File: src/source/rv_pkg.sv
package rv_pkg;

   localparam int xlen = 32;
   localparam int op_w = 6;

   // major opcodes
   localparam logic [6:0] opc_lui    = 7'b0110111;
   localparam logic [6:0] opc_auipc  = 7'b0010111;
   localparam logic [6:0] opc_jal    = 7'b1101111;
   localparam logic [6:0] opc_jalr   = 7'b1100111;
   localparam logic [6:0] opc_branch = 7'b1100011;
   localparam logic [6:0] opc_load   = 7'b0000011;
   localparam logic [6:0] opc_store  = 7'b0100011;
   localparam logic [6:0] opc_op_imm = 7'b0010011;
   localparam logic [6:0] opc_op     = 7'b0110011;

   localparam logic [6:0] funct7_base = 7'b0000000;
   // sub, sra, srai
   localparam logic [6:0] funct7_alt  = 7'b0100000;
   localparam logic [6:0] funct7_m    = 7'b0000001;

   // operation codes
   localparam logic [op_w-1:0] op_add    = 6'd0;
   localparam logic [op_w-1:0] op_sub    = 6'd1;
   localparam logic [op_w-1:0] op_sll    = 6'd2;
   localparam logic [op_w-1:0] op_slt    = 6'd3;
   localparam logic [op_w-1:0] op_sltu   = 6'd4;
   localparam logic [op_w-1:0] op_xor    = 6'd5;
   localparam logic [op_w-1:0] op_srl    = 6'd6;
   localparam logic [op_w-1:0] op_sra    = 6'd7;
   localparam logic [op_w-1:0] op_or     = 6'd8;
   localparam logic [op_w-1:0] op_and    = 6'd9;
   localparam logic [op_w-1:0] op_addi   = 6'd10;
   localparam logic [op_w-1:0] op_slti   = 6'd11;
   localparam logic [op_w-1:0] op_sltiu  = 6'd12;
   localparam logic [op_w-1:0] op_xori   = 6'd13;
   localparam logic [op_w-1:0] op_ori    = 6'd14;
   localparam logic [op_w-1:0] op_andi   = 6'd15;
   localparam logic [op_w-1:0] op_slli   = 6'd16;
   localparam logic [op_w-1:0] op_srli   = 6'd17;
   localparam logic [op_w-1:0] op_srai   = 6'd18;
   localparam logic [op_w-1:0] op_lui    = 6'd19;
   localparam logic [op_w-1:0] op_auipc  = 6'd20;
   localparam logic [op_w-1:0] op_jal    = 6'd21;
   localparam logic [op_w-1:0] op_jalr   = 6'd22;
   localparam logic [op_w-1:0] op_beq    = 6'd23;
   localparam logic [op_w-1:0] op_bne    = 6'd24;
   localparam logic [op_w-1:0] op_blt    = 6'd25;
   localparam logic [op_w-1:0] op_bge    = 6'd26;
   localparam logic [op_w-1:0] op_bltu   = 6'd27;
   localparam logic [op_w-1:0] op_bgeu   = 6'd28;
   localparam logic [op_w-1:0] op_lb     = 6'd29;
   localparam logic [op_w-1:0] op_lh     = 6'd30;
   localparam logic [op_w-1:0] op_lw     = 6'd31;
   localparam logic [op_w-1:0] op_lbu    = 6'd32;
   localparam logic [op_w-1:0] op_lhu    = 6'd33;
   localparam logic [op_w-1:0] op_sb     = 6'd34;
   localparam logic [op_w-1:0] op_sh     = 6'd35;
   localparam logic [op_w-1:0] op_sw     = 6'd36;
   localparam logic [op_w-1:0] op_mul    = 6'd37;
   localparam logic [op_w-1:0] op_mulh   = 6'd38;
   localparam logic [op_w-1:0] op_mulhsu = 6'd39;
   localparam logic [op_w-1:0] op_mulhu  = 6'd40;
   localparam logic [op_w-1:0] op_div    = 6'd41;
   localparam logic [op_w-1:0] op_divu   = 6'd42;
   localparam logic [op_w-1:0] op_rem    = 6'd43;
   localparam logic [op_w-1:0] op_remu   = 6'd44;

   // one instruction word, seen through each format
   typedef union packed {
      struct packed {
         logic [6:0] funct7;
         logic [4:0] rs2;
         logic [4:0] rs1;
         logic [2:0] funct3;
         logic [4:0] rd;
         logic [6:0] opcode;
      } r;
      struct packed {
         logic [11:0] imm11_0;
         logic [4:0]  rs1;
         logic [2:0]  funct3;
         logic [4:0]  rd;
         logic [6:0]  opcode;
      } i;
      struct packed {
         logic [6:0] imm11_5;
         logic [4:0] rs2;
         logic [4:0] rs1;
         logic [2:0] funct3;
         logic [4:0] imm4_0;
         logic [6:0] opcode;
      } s;
      struct packed {
         logic       imm12;
         logic [5:0] imm10_5;
         logic [4:0] rs2;
         logic [4:0] rs1;
         logic [2:0] funct3;
         logic [3:0] imm4_1;
         logic       imm11;
         logic [6:0] opcode;
      } b;
      struct packed {
         logic [19:0] imm31_12;
         logic [4:0]  rd;
         logic [6:0]  opcode;
      } u;
      struct packed {
         logic       imm20;
         logic [9:0] imm10_1;
         logic       imm11;
         logic [7:0] imm19_12;
         logic [4:0] rd;
         logic [6:0] opcode;
      } j;
      logic [xlen-1:0] raw;
   } instr_word_u;

endpackage

File: src/source/register_file.sv
`timescale 1ns/10ps

module register_file (
   input  logic                    clk,
   input  logic                    rstn,
   input  logic [4:0]              rs1_idx,
   input  logic [4:0]              rs2_idx,
   output logic [rv_pkg::xlen-1:0] rs1_data,
   output logic [rv_pkg::xlen-1:0] rs2_data,
   input  logic                    wr_en,
   input  logic [4:0]              wr_idx,
   input  logic [rv_pkg::xlen-1:0] wr_data
);
   import rv_pkg::*;

   // x0 has no storage
   logic [xlen-1:0] regs [1:31];

   always_ff @(posedge clk) begin
      if (rstn) begin
         for (int i = 1; i < 32; i++) begin
            regs[i] <= '0;
         end
      end else if (wr_en && wr_idx != 5'd0) begin
         regs[wr_idx] <= wr_data;
      end
   end

   assign rs1_data = (rs1_idx == 5'd0) ? '0 : regs[rs1_idx];
   assign rs2_data = (rs2_idx == 5'd0) ? '0 : regs[rs2_idx];

endmodule

File: config.mk
export PLATFORM = sky130hd
export DESIGN_NAME = register_file
export DESIGN_NICKNAME = d
export VERILOG_FILES = /design/src/source/rv_pkg.sv /design/src/source/register_file.sv
export SDC_FILE = /design/constraint.sdc
export NUM_CORES = 2
export LEC_CHECK = 0
export ABC_AREA = 1
export BUFFER_PORTS_ARGS = -buffer_cell sky130_fd_sc_hd__clkbuf_2
export CAP_MARGIN = 0
export CORE_MARGIN = 8
export CORE_UTILIZATION = 30
export CTS_BUF_LIST = sky130_fd_sc_hd__clkbuf_2
export CTS_CLUSTER_DIAMETER = 50
export CTS_CLUSTER_SIZE = 25
export DETAILED_ROUTE_END_ITERATION = 10
export PLACE_DENSITY = 0.45
export SYNTH_ARGS = -nofsm -noshare
export SYNTH_HDL_FRONTEND = slang
export SYNTH_SLANG_ARGS = --single-unit
File: constraint.sdc
create_clock -name clk -period 5.8 [get_ports clk]
set_input_delay 0.29 -clock clk [delete_from_list [all_inputs] [get_ports clk]]
set_output_delay 0.29 -clock clk [all_outputs]
set_load 0.02 [all_outputs]
## Word level (Yosys, flattened, before mapping)

Memory sizes are Yosys's and may differ from the RTL's.
Cells that the tools add are included.
W data, S select, Z words.

| storage, ports and cells | value |
|---|---|
| register bits after elaboration | 0 |
| memory bits (writable) | 992 |
| input port bits | 50 |
| memories | 1 |

Memories:

| name | depth | width | rd ports | clocked after Yosys merged registers in | write ports | RTL line | RTL |
|---|---|---|---|---|---|---|---|
| regs | 31 | 32 | 2 | 0 | 31 | register_file.sv:17 | `logic [xlen-1:0] regs [1:31];` |

| operators by class | value |
|---|---|
| muxes and demuxes | 10 |
| reductions and logical operators | 5 |

Operators by type and width:

| operator | number |
|---|---|
| $mux W32 | 3 |
| $reduce_or A32 Y1 | 1 |
| $logic_not A5 Y1 | 2 |
| $mux W1 | 6 |
| $mux W5 | 1 |
| $reduce_bool A5 Y1 | 1 |
| $logic_and A1 B1 Y1 | 1 |

## Logic depth before layout (Yosys ltp)

| depth | value |
|---|---|
| depth after elaboration | 7 |
| mapped depth | 13 |

## Worst setup path before layout

Ideal clock, no wire load.

| timing path | value |
|---|---|
| kind | input to register |
| from | input wr_idx[3] |
| to | memory regs[13][0] (enable) |
| setup time | 389 ps |
| arrival | 1922 ps |
| slack | 3488 ps |
| stages | 9 |
| path buffers | 1 |
| path through | inv_1 nand3_1 inv_2 nand2_1 nand2_1 nor3_4 nand2_1 buf_2 nand2_1 |

RTL lines:

| what | RTL line | RTL |
|---|---|---|
| start, declared | register_file.sv:11 | `input logic [4:0] wr_idx,` |
| end, declared | register_file.sv:17 |  |

## Final worst setup path

| timing path | value |
|---|---|
| from | input rs2_idx[0] |
| to | output rs2_data[31] in the netlist's numbering |

| between the ends | value |
|---|---|
| cells in the longest elaborated chain, start to end | 2 |
| elaborated cells on any way between the ends | 3 |
| those cells by class | mux: 1; reduce/logical: 1; memory: 1 |

RTL lines:

| what | RTL line | RTL |
|---|---|---|
| start, declared | register_file.sv:7 | `input logic [4:0] rs2_idx,` |
| $mem_v2 Z31 W32 or $logic_not A5 Y1 (tied branches) | - |  |
| $mux W32 (*) | register_file.sv:30 | `assign rs2_data = (rs2_idx == 5'd0) ? '0 : regs[rs2_idx];` |
| end, declared | register_file.sv:9 | `output logic [rv_pkg::xlen-1:0] rs2_data,` |

Mark *: on every way between the ends. The rest lies on a longest branch, timed or not.

==> summary.md <==
| Metric | Value |
|---|---|
| Status | `complete, no violations` |
| CTS buffer count | `143` |
| HP Start | `wr_idx[2]` |
| Setup total negative slack | `0 ns` |
| Crit path max fanout | `133` |
| Largest net degree at the start of global routing | `170` |
| Tmin final | `4.22 ns` |
| Synthesis-stage register bit count | `1,024` |
| F_max | `0.237 GHz` |
| Hold Path Class | `input port to register` |
| Top_reg_cell synth | `edfxtp_1` |
| Synth unique cells | `21` |
| Worst Setup SP | `rs2_idx[0]` |
| Register with the most flip-flops | `regs` |
| Pwr dens | `264 nW/um^2` |
| Met2 wire length | `118 mm` |
| Critical Path RT | `5.51 ns` |
| Most frequent cells after synthesis | `nand2_1, nor2_1, edfxtp_1, nand3_1, o21ai_0` |
| RSZ-0062 raised after global routing | `no` |
| Final WL | `251 mm` |
| Fin crit share | `0.727` |
| EDFF count, synth | `1,024` |
| Setup CP Type | `input port to output port` |
| Post-cts repair resize count | `0` |
| Die height | `450 um` |
| Initial detailed-routing violation count | `6,313` |
| Crit start category | `input port` |
| Fin worst setup slack | `1.58 ns` |
| Total die area | `203,000 sq um` |
| Number of global-route vias before repair | `49.4k` |
| YS warnings | `0` |
| Num ports | `114` |
| Total number of vias | `52.3k` |
| CTS tree | `yes` |
| DR DRC count | `0` |
| Largest regs | `regs x1024` |
| Max FFs per register | `1,024` |
| Rel. slew slack | `0.0911` |
| Clk buf depth | `3` |
| Hold Vio Cnt, Final | `0` |
| Total gr overflow | `0` |
| Synth top area share | `0.544` |
| Initial Utilization | `0.302` |
| DP HPWL | `140 mm` |
| Uppermost layer routed | `met5` |
| Core box area | `187,000 sq um` |
| H-tree Lvls | `4` |
| CTS root buffer | `clkbuf_2` |
| Final ANT Viol Nets | `0` |
| Worst Path Arrival | `3.93 ns` |
| Post-synthesis async set-or-reset flop share | `0` |
| Layout cell share with drive strength beyond 1 | `0.0799` |
| Final RePlAce weighted congestion | `0.855` |
| Static leakage power | `25.2 nW` |
| Top cells by area, synth | `edfxtp_1, nand2_1, nor2_1` |
| Setup Buffers After CTS | `0` |
| Pre-CTS WS | `1.83 ns` |
| Final nets | `7,209` |
| FP Rows | `159` |
| Most common cell in the synthesized netlist | `nand2_1` |
| DRT met1 WL | `102 mm` |
| Max-cap violations | `0` |
| Drt first pass iters | `6` |
| Worst VDD drop | `0.226 mV` |
| Register area share after synthesis | `0.544` |
| GRT Util Overall | `0.236` |
| Hold_buf cts | `115` |
| Routed met3 length | `20.0 mm` |
| Mapped cell area | `56,500 sq um` |
| Area grow syn2layout | `9.93%` |
| Cell count of the worst hold path | `6` |
| PortBufs | `113` |
| Crit end category | `output port` |
| Mean area per synthesized cell | `7.80 sq um` |
| Post-Syn Instances | `7,249` |
| Area leader, netlist | `edfxtp_1` |
| Die X | `450 um` |
| Finish-stage setup viols | `0` |
| Final Max Tran Viols | `0` |
| Initial antenna violation count | `8` |
| Clock transition at path regs | `0.24 ns` |
| Clock sink total | `1,024` |
| Fill cells | `19.7k` |
| WL per Instance | `25.7 um` |
| First-pass GRT wire length | `356 mm` |
| Worst slew pin tran | `1.36 ns` |
| Avg Vias per Cell | `5.35` |
area by class of cell:
cell class / count / area (sq um) / area share
Clock buffer: 157 / 786 / 0.0126
Sequential cell: 1024 / 30700 / 0.495
Timing Repair Buffer: 360 / 2960 / 0.0477
Tap cell: 2495 / 3120 / 0.0502
Multi-Input combinational cell: 5476 / 22800 / 0.367
Clock inverter: 102 / 1110 / 0.0179
Antenna cell: 4 / 10.0 / 0.000161
Inverter: 154 / 616 / 0.00991
per-stage QoR:
step	cells	power [mW]	area [sq um]	hold WS, ns	utilization
6_report	9772	16.4	62100	0.338	0.332
5_1_grt	9769	17.0	62100	0.275	0.331
4_1_cts	9768	16.4	62100	0.0942	0.331
3_5_place_dp	9394	11.5	59100	0.493	0.315
3_3_place_gp	9394	11.5	59100	0.489	0.315
2_1_floorplan	7280	10.4	56600	0.389	-
final timing paths:
path | end | slack [ns]
worst max-delay path | rs2_data[31] | 1.58
worst min-delay path | regs[24][23] | 0.34
critical path: stages:
cell and delay, ns:
buf_8 0.21, inv_8 0.67, buf_4 0.73, nand2_1 0.11, nand2_1 0.09, nand2_1 0.05
a21oi_1 0.42, nor2_1 0.12, nand2_1 0.17, nand2_1 0.08, nor2_1 0.24, clkbuf_2 0.23
per-layer routing:
metal | global-route usage | vias up
met5 | 0 | -
met1 | 0.304 | 25500
li1 | - | 23600
met3 | 0.0439 | 566
met2 | 0.387 | 2661
met4 | 0.108 | 6
where the power goes:
part / switching [mW] / leakage (nW) / total [mW] / internal (mW)
Sequential: 0.216 / 9.75 / 8.76 / 8.54
Clock: 3.17 / 1.18 / 4.91 / 1.75
Combinational: 2.04 / 14.3 / 2.70 / 0.662
Total: 5.43 / 25.2 / 16.4 / 10.9
placed cells by master (no fill, tap or decap), types with 115 or more instances in the layout:
cell type and count:
a21oi_1 123, buf_4 119, clkbuf_2 262, dlygate4sd3_1 115, edfxtp_1 1024, inv_1 124, nand2_1 2022, nand3_1 982
nor2_1 1785, o21ai_0 413
logic make-up (layout without fill, tap and decap cells):
logic type             count (synthesis)  in the layout  share of synthesized area
and+or+nand+nor                     4862           4862                      0.345
DFF                                 1024           1024                      0.544
buffers and inverters                780            773                     0.0581
AOI/OAI and AO/OA                    582            582                     0.0526
other                                  1             36                  0.0000664
(Power assumes the default switching activity.)
