[config.mk]
export PLATFORM = sky130hd
export DESIGN_NAME = instr_decoder
export DESIGN_NICKNAME = d
export VERILOG_FILES = /design/src/source/rv_pkg.sv /design/src/source/instr_decoder.sv
export SDC_FILE = /design/constraint.sdc
export NUM_CORES = 1
export LEC_CHECK = 0
export BUFFER_PORTS_ARGS = -buffer_cell sky130_fd_sc_hd__buf_2
export CAP_MARGIN = 20
export CORE_UTILIZATION = 45
export DETAILED_ROUTE_END_ITERATION = 10
export PLACE_DENSITY = 0.93
export SETUP_SLACK_MARGIN = 0.5
export SLEW_MARGIN = 20
export SYNTH_ARGS = -nofsm -noshare
export SYNTH_HDL_FRONTEND = slang
export SYNTH_SLANG_ARGS = --single-unit
[constraint.sdc]
create_clock -name vclk -period 1.9
set_input_delay 0.19 -clock vclk [all_inputs]
set_output_delay 0.19 -clock vclk [all_outputs]
set_load 0.01 [all_outputs]
[src/source/rv_pkg.sv]
package rv_pkg;

   localparam int xlen = 32;
   localparam int op_w = 6;

   // major opcodes
   localparam logic [6:0] opc_lui    = 7'b0110111;
   localparam logic [6:0] opc_auipc  = 7'b0010111;
   localparam logic [6:0] opc_jal    = 7'b1101111;
   localparam logic [6:0] opc_jalr   = 7'b1100111;
   localparam logic [6:0] opc_branch = 7'b1100011;
   localparam logic [6:0] opc_load   = 7'b0000011;
   localparam logic [6:0] opc_store  = 7'b0100011;
   localparam logic [6:0] opc_op_imm = 7'b0010011;
   localparam logic [6:0] opc_op     = 7'b0110011;

   localparam logic [6:0] funct7_base = 7'b0000000;
   // sub, sra, srai
   localparam logic [6:0] funct7_alt  = 7'b0100000;
   localparam logic [6:0] funct7_m    = 7'b0000001;

   // operation codes
   localparam logic [op_w-1:0] op_add    = 6'd0;
   localparam logic [op_w-1:0] op_sub    = 6'd1;
   localparam logic [op_w-1:0] op_sll    = 6'd2;
   localparam logic [op_w-1:0] op_slt    = 6'd3;
   localparam logic [op_w-1:0] op_sltu   = 6'd4;
   localparam logic [op_w-1:0] op_xor    = 6'd5;
   localparam logic [op_w-1:0] op_srl    = 6'd6;
   localparam logic [op_w-1:0] op_sra    = 6'd7;
   localparam logic [op_w-1:0] op_or     = 6'd8;
   localparam logic [op_w-1:0] op_and    = 6'd9;
   localparam logic [op_w-1:0] op_addi   = 6'd10;
   localparam logic [op_w-1:0] op_slti   = 6'd11;
   localparam logic [op_w-1:0] op_sltiu  = 6'd12;
   localparam logic [op_w-1:0] op_xori   = 6'd13;
   localparam logic [op_w-1:0] op_ori    = 6'd14;
   localparam logic [op_w-1:0] op_andi   = 6'd15;
   localparam logic [op_w-1:0] op_slli   = 6'd16;
   localparam logic [op_w-1:0] op_srli   = 6'd17;
   localparam logic [op_w-1:0] op_srai   = 6'd18;
   localparam logic [op_w-1:0] op_lui    = 6'd19;
   localparam logic [op_w-1:0] op_auipc  = 6'd20;
   localparam logic [op_w-1:0] op_jal    = 6'd21;
   localparam logic [op_w-1:0] op_jalr   = 6'd22;
   localparam logic [op_w-1:0] op_beq    = 6'd23;
   localparam logic [op_w-1:0] op_bne    = 6'd24;
   localparam logic [op_w-1:0] op_blt    = 6'd25;
   localparam logic [op_w-1:0] op_bge    = 6'd26;
   localparam logic [op_w-1:0] op_bltu   = 6'd27;
   localparam logic [op_w-1:0] op_bgeu   = 6'd28;
   localparam logic [op_w-1:0] op_lb     = 6'd29;
   localparam logic [op_w-1:0] op_lh     = 6'd30;
   localparam logic [op_w-1:0] op_lw     = 6'd31;
   localparam logic [op_w-1:0] op_lbu    = 6'd32;
   localparam logic [op_w-1:0] op_lhu    = 6'd33;
   localparam logic [op_w-1:0] op_sb     = 6'd34;
   localparam logic [op_w-1:0] op_sh     = 6'd35;
   localparam logic [op_w-1:0] op_sw     = 6'd36;
   localparam logic [op_w-1:0] op_mul    = 6'd37;
   localparam logic [op_w-1:0] op_mulh   = 6'd38;
   localparam logic [op_w-1:0] op_mulhsu = 6'd39;
   localparam logic [op_w-1:0] op_mulhu  = 6'd40;
   localparam logic [op_w-1:0] op_div    = 6'd41;
   localparam logic [op_w-1:0] op_divu   = 6'd42;
   localparam logic [op_w-1:0] op_rem    = 6'd43;
   localparam logic [op_w-1:0] op_remu   = 6'd44;

   // one instruction word, seen through each format
   typedef union packed {
      struct packed {
         logic [6:0] funct7;
         logic [4:0] rs2;
         logic [4:0] rs1;
         logic [2:0] funct3;
         logic [4:0] rd;
         logic [6:0] opcode;
      } r;
      struct packed {
         logic [11:0] imm11_0;
         logic [4:0]  rs1;
         logic [2:0]  funct3;
         logic [4:0]  rd;
         logic [6:0]  opcode;
      } i;
      struct packed {
         logic [6:0] imm11_5;
         logic [4:0] rs2;
         logic [4:0] rs1;
         logic [2:0] funct3;
         logic [4:0] imm4_0;
         logic [6:0] opcode;
      } s;
      struct packed {
         logic       imm12;
         logic [5:0] imm10_5;
         logic [4:0] rs2;
         logic [4:0] rs1;
         logic [2:0] funct3;
         logic [3:0] imm4_1;
         logic       imm11;
         logic [6:0] opcode;
      } b;
      struct packed {
         logic [19:0] imm31_12;
         logic [4:0]  rd;
         logic [6:0]  opcode;
      } u;
      struct packed {
         logic       imm20;
         logic [9:0] imm10_1;
         logic       imm11;
         logic [7:0] imm19_12;
         logic [4:0] rd;
         logic [6:0] opcode;
      } j;
      logic [xlen-1:0] raw;
   } instr_word_u;

endpackage

[src/source/instr_decoder.sv]
`timescale 1ns/10ps

module instr_decoder (
   input  rv_pkg::instr_word_u     instr,
   output logic [rv_pkg::op_w-1:0] op,
   output logic [4:0]              rs1_idx,
   output logic [4:0]              rs2_idx,
   output logic [4:0]              rd_idx,
   output logic [rv_pkg::xlen-1:0] imm,
   output logic                    illegal
);
   import rv_pkg::*;

   logic [2:0]      f3;
   logic [6:0]      f7;
   logic [xlen-1:0] imm_i;
   logic [xlen-1:0] imm_s;
   logic [xlen-1:0] imm_b;
   logic [xlen-1:0] imm_u;
   logic [xlen-1:0] imm_j;

   assign f3 = instr.r.funct3;
   assign f7 = instr.r.funct7;

   // sign-extended immediates per format
   assign imm_i = {{20{instr.i.imm11_0[11]}}, instr.i.imm11_0};
   assign imm_s = {{20{instr.s.imm11_5[6]}}, instr.s.imm11_5, instr.s.imm4_0};
   assign imm_b = {{19{instr.b.imm12}}, instr.b.imm12, instr.b.imm11,
                   instr.b.imm10_5, instr.b.imm4_1, 1'b0};
   assign imm_u = {instr.u.imm31_12, 12'b0};
   assign imm_j = {{11{instr.j.imm20}}, instr.j.imm20, instr.j.imm19_12,
                   instr.j.imm11, instr.j.imm10_1, 1'b0};

   always_comb begin
      op = op_add;
      rs1_idx = instr.r.rs1;
      rs2_idx = instr.r.rs2;
      rd_idx = instr.r.rd;
      imm = '0;
      illegal = 1'b0;
      case (instr.r.opcode)
         opc_lui, opc_auipc: begin
            op = (instr.u.opcode == opc_lui) ? op_lui : op_auipc;
            rs1_idx = '0;
            rs2_idx = '0;
            imm = imm_u;
         end
         opc_jal: begin
            op = op_jal;
            rs1_idx = '0;
            rs2_idx = '0;
            imm = imm_j;
         end
         opc_jalr: begin
            op = op_jalr;
            rs2_idx = '0;
            imm = imm_i;
            illegal = (f3 != 3'd0);
         end
         opc_branch: begin
            // no destination
            rd_idx = '0;
            imm = imm_b;
            case (f3)
               3'd0: op = op_beq;
               3'd1: op = op_bne;
               3'd4: op = op_blt;
               3'd5: op = op_bge;
               3'd6: op = op_bltu;
               3'd7: op = op_bgeu;
               default: illegal = 1'b1;
            endcase
         end
         opc_load: begin
            rs2_idx = '0;
            imm = imm_i;
            case (f3)
               3'd0: op = op_lb;
               3'd1: op = op_lh;
               3'd2: op = op_lw;
               3'd4: op = op_lbu;
               3'd5: op = op_lhu;
               default: illegal = 1'b1;
            endcase
         end
         opc_store: begin
            rd_idx = '0;
            imm = imm_s;
            case (f3)
               3'd0: op = op_sb;
               3'd1: op = op_sh;
               3'd2: op = op_sw;
               default: illegal = 1'b1;
            endcase
         end
         opc_op_imm: begin
            rs2_idx = '0;
            imm = imm_i;
            case (f3)
               3'd0: op = op_addi;
               3'd2: op = op_slti;
               3'd3: op = op_sltiu;
               3'd4: op = op_xori;
               3'd6: op = op_ori;
               3'd7: op = op_andi;
               3'd1: begin
                  op = op_slli;
                  illegal = (f7 != funct7_base);
               end
               default: begin
                  // srli or srai by funct7
                  op = (f7 == funct7_alt) ? op_srai : op_srli;
                  illegal = (f7 != funct7_base) && (f7 != funct7_alt);
               end
            endcase
         end
         opc_op: begin
            if (f7 == funct7_m) begin
               case (f3)
                  3'd0: op = op_mul;
                  3'd1: op = op_mulh;
                  3'd2: op = op_mulhsu;
                  3'd3: op = op_mulhu;
                  3'd4: op = op_div;
                  3'd5: op = op_divu;
                  3'd6: op = op_rem;
                  default: op = op_remu;
               endcase
            end else if (f7 == funct7_base) begin
               case (f3)
                  3'd0: op = op_add;
                  3'd1: op = op_sll;
                  3'd2: op = op_slt;
                  3'd3: op = op_sltu;
                  3'd4: op = op_xor;
                  3'd5: op = op_srl;
                  3'd6: op = op_or;
                  default: op = op_and;
               endcase
            end else if (f7 == funct7_alt && f3 == 3'd0) begin
               op = op_sub;
            end else if (f7 == funct7_alt && f3 == 3'd5) begin
               op = op_sra;
            end else begin
               illegal = 1'b1;
            end
         end
         default: illegal = 1'b1;
      endcase
      // unknown encodings become a harmless add with no write
      if (illegal) begin
         op = op_add;
         rd_idx = '0;
      end
   end

endmodule

==> results of run 1 <==
kinds of logic after synthesis:
logic type,after synthesis
multiplexers,1
AND/OR/NAND/NOR,91
AO/OA/AOI/OAI,79
buffers and inverters,20
XOR/XNOR,5
stage by stage:
step	setup WS [ns]	instance area, sq um	utilization	std cells	hold WS [ns]
after CTS	0.0356	2440	0.941	350	0.672
after floorplan	0.222	1400	-	196	0.492
after detailed placement	-0.0925	2030	0.782	329	0.671
after global placement	-0.0615	2030	0.782	329	0.665
timing repair:
action | 4_1_cts
pin swaps | 23
resized for setup | 58
setup endpoints to repair | 54
buffers inserted | 16
gates cloned | 5
==> flow_metrics.tcl, run 1 <==
set metrics [dict create \
    synth_fp_nets 228 \
    first-error "[ERROR DPL-0038] Utilization greater than 100%, impossible to legalize" \
    routabilityCongestion 0.913 \
    timing.grt.repair.worst_endpoint "rd_idx[4]" \
    flow.stopped_at "5_1_grt" \
    syn-instance-count 196 \
    post_cts_hold_buffer_count 0 \
    yosysMostFrequentCell "a21o_1" \
    status "aborted with a tool error" \
    hpwlAfterDp_um 3940 \
    synth-compound-area-share 0.449 \
    std_cell_rows 18 \
    ys.warnings.count 0 \
    synth-simple-area-share 0.437 \
    cell_area_after_synthesis_sq_um 1280 \
    floorplan.die.height_um 55.4 \
    synth_top_cells_by_count "a21o_1, a21oi_1, nor2_1" \
    chipWidth_um 55.4 \
    main_combinational_cell_family_by_area_after_synthesis "compound AO/OA/AOI/OAI gates" \
    synth-xor-area-share 0.0342 \
    fraction_of_synthesized_cell_area_taken_by_the_top_area_cell_type 0.135 \
    initial_core_utilization 0.495 \
    placement.io_buffers 86 \
    yosys.area_share.adder 0 \
    fraction_of_synthesized_area_in_multiplexers 0.00781 \
    worstEndpointType "output port" \
    synth.yosys.seq_area_share 0 \
    synth_top_cell_by_area "a21o_1" \
    io_pins 86 \
    synth_top_cells_by_area "a21o_1, and2_1, a21oi_1" \
    post_synth.cell_area_avg_sq_um 6.54 \
    yosys.cell_types.count 56 \
    pin_count_of_the_biggest_net_entering_global_routing 24 \
]
==> run 2: changes to the inputs <==
--- a/config.mk
+++ b/config.mk
@@ -7,10 +7,9 @@
 export LEC_CHECK = 0
 export BUFFER_PORTS_ARGS = -buffer_cell sky130_fd_sc_hd__buf_2
 export CAP_MARGIN = 20
-export CORE_UTILIZATION = 45
+export CORE_UTILIZATION = 35
 export DETAILED_ROUTE_END_ITERATION = 10
-export PLACE_DENSITY = 0.93
-export SETUP_SLACK_MARGIN = 0.5
+export PLACE_DENSITY_LB_ADDON = 0.15
 export SLEW_MARGIN = 20
 export SYNTH_ARGS = -nofsm -noshare
 export SYNTH_HDL_FRONTEND = slang
==> run 2 against run 1 <==
Against the previous run:
- synthesized cell count unchanged
- the flow now finishes, with violations (setup timing)
- synthesized area did not move
==> flow_metrics.tcl, run 2 <==
set metrics [dict create \
    initial_core_utilization 0.375 \
    final.period_utilization 1.00 \
    post_cts_hold_buffer_count 0 \
    routabilityCongestion 0.949 \
    maxCapViolations 0 \
    finalNetCount 345 \
    n_clock_buffer 0 \
    power.ir.vdd_worst_uv 68.1 \
    wl_um 5140 \
    setup_viol 1 \
    areaGrowthSynthToFinish_pct 72.1 \
    avgRoutedWirePerCell_um 14.4 \
    chipWidth_um 62.5 \
    yosys.cell_types.count 56 \
    io_pins 86 \
    hpwlAfterDp_um 3840 \
    worst-slew-pin-transition_ns 0.393 \
    critical_path_peak_fanout 7 \
    final_common_cell "buf_2" \
    cp_data_required_time_ns 1.71 \
    post_synth.cell_area_avg_sq_um 6.54 \
    route.antenna.remaining_nets 0 \
    critical_path_arrival_ns 1.71 \
    seqCellArea_sq_um 0 \
    rsz0062_at_grt "yes" \
    worst_hold_path_type "in -> out" \
    std_cell_rows 21 \
    synth_top_cells_by_area "a21o_1, and2_1, a21oi_1" \
    vias_per_cell 5.56 \
    fmaxAchievable_mhz 526 \
    final-hold-violation-count 0 \
    fraction_of_synthesized_cell_area_taken_by_the_top_area_cell_type 0.135 \
    remaining_drc_errors 0 \
    failed_checks "setup timing" \
    status "complete, but fails checks" \
    cell_area_after_synthesis_sq_um 1280 \
    path_cells "buf_2, buf_4, nand3b_1, nor2_1, a21oi_1, o32a_1, a21oi_1, buf_2" \
    grt_pass1_wl_um 8150 \
    synth_top_cell_by_area "a21o_1" \
    timing.critical_path.from_type "input port" \
    finish.utilization 0.645 \
    total_leakage_power_nw 1.18 \
    via_count_of_the_first_global_routing_pass 1829 \
    dieArea_sq_um 3910 \
    power.density_cell_area_nw_per_um2 159 \
    layout.filler_cells 332 \
    core_area_sq_um 3420 \
    detailroute.via_count 1985 \
    drt_iter0_markers 82 \
    syn-instance-count 196 \
    grtUsageTotal 0.244 \
    crit_path_class "in -> out" \
    synth.yosys.seq_area_share 0 \
    floorplan.die.height_um 62.5 \
    slew_viol_final 0 \
    antenna_violations_before_repair 0 \
    pin_count_of_the_biggest_net_entering_global_routing 17 \
    insertedDiodeCount 0 \
    ys.warnings.count 0 \
    final_cell_mix "buf_2, buf_4, a21o_1" \
    critical_path.max_stage_delay_ns 0.34 \
    grt_overflow_total 0 \
    synth_fp_nets 228 \
    synth_top_cells_by_count "a21o_1, a21oi_1, nor2_1" \
    drt_first_pass_iters 4 \
    min_period_ns 1.90 \
    timing.max_slew.rel_slack 0.731 \
    placement.io_buffers 86 \
    drive_above_1_share 0.518 \
    dpl_worst_slack_ns -0.0993 \
    power_w 0.000350 \
    end_kind "output port" \
    yosysMostFrequentCell "a21o_1" \
    whs_ns 0.666 \
    sequential_cell_total 0 \
    critical_path.slowest_cell "o32a_1" \
    layout_setup_ws_ns -0.00269 \
]
==> run 2: cell counts after synthesis <==
Identical to the previous run, type by type.
==> run 2: metrics by stage <==
stage | setup TNS [ns] | area, sq um | std cells
after floorplan | 0 | 1280 | 196
after global placement | -0.833 | 2020 | 354
after detailed placement | -0.810 | 2020 | 354
after CTS | -0.0337 | 2050 | 354
after global routing | -0.131 | 2200 | 357
final | -0.00269 | 2200 | 357
==> run 2: cell type report <==
| class | count | area (sq um) | share of cell area |
|---|---|---|---|
| inverters | 3 | 11.3 | 0.00511 |
| multi-input cells | 177 | 1340 | 0.607 |
| well taps | 46 | 57.6 | 0.0261 |
| repair buffers | 131 | 797 | 0.362 |
==> run 2: kinds of logic after synthesis <==
kind of cell | after synthesis | share of synthesized area
muxes | 1 | 0.00781
xor gates and xnor gates | 5 | 0.0342
AOI/OAI and AO/OA | 79 | 0.449
buffers and inverters | 20 | 0.0723
and+or+nand+nor | 91 | 0.437
==> run 2: repair_timing <==
item | in CTS | in global routing
endpoints found under the setup margin | 13 | 30
gates cloned | 0 | 1
gates resized for setup | 4 | 29
setup buffers | 0 | 2
pin swaps | 0 | 11
==> run 2: power by group <==
part           leakage [nW]  internal, W  switching [W]  total [W]
registers                 0            0              0          0
clock network             0            0              0          0
logic                  1.18     0.000166       0.000184   0.000350
total                  1.18     0.000166       0.000184   0.000350
==> run 2: worst paths after layout <==
path,endpoint,startpoint,cells after the start
worst max-delay path,op[4],instr[4],8
worst min-delay path,imm[17],instr[17],3
==> run 2: routing by layer <==
layer | track usage | vias to the layer above | part of all wire
met3 | 0.00547 | 4 | 0.054
met1 | 0.326 | 910 | 0.45
met5 | 0 | - | 0
li1 | - | 983 | -
met4 | 0.0291 | 0 | 0.0089
met2 | 0.442 | 88 | 0.48
==> run 2: worst max-delay path: cells and delay by family <==
| family | cells | cell delay, ns |
|---|---|---|
| AO/OA/AOI/OAI | 3 | 0.61 |
| AND/OR/NAND/NOR | 2 | 0.48 |
| buffers and inverters | 3 | 0.44 |
Note: power is estimated with default switching activity, not from simulation.
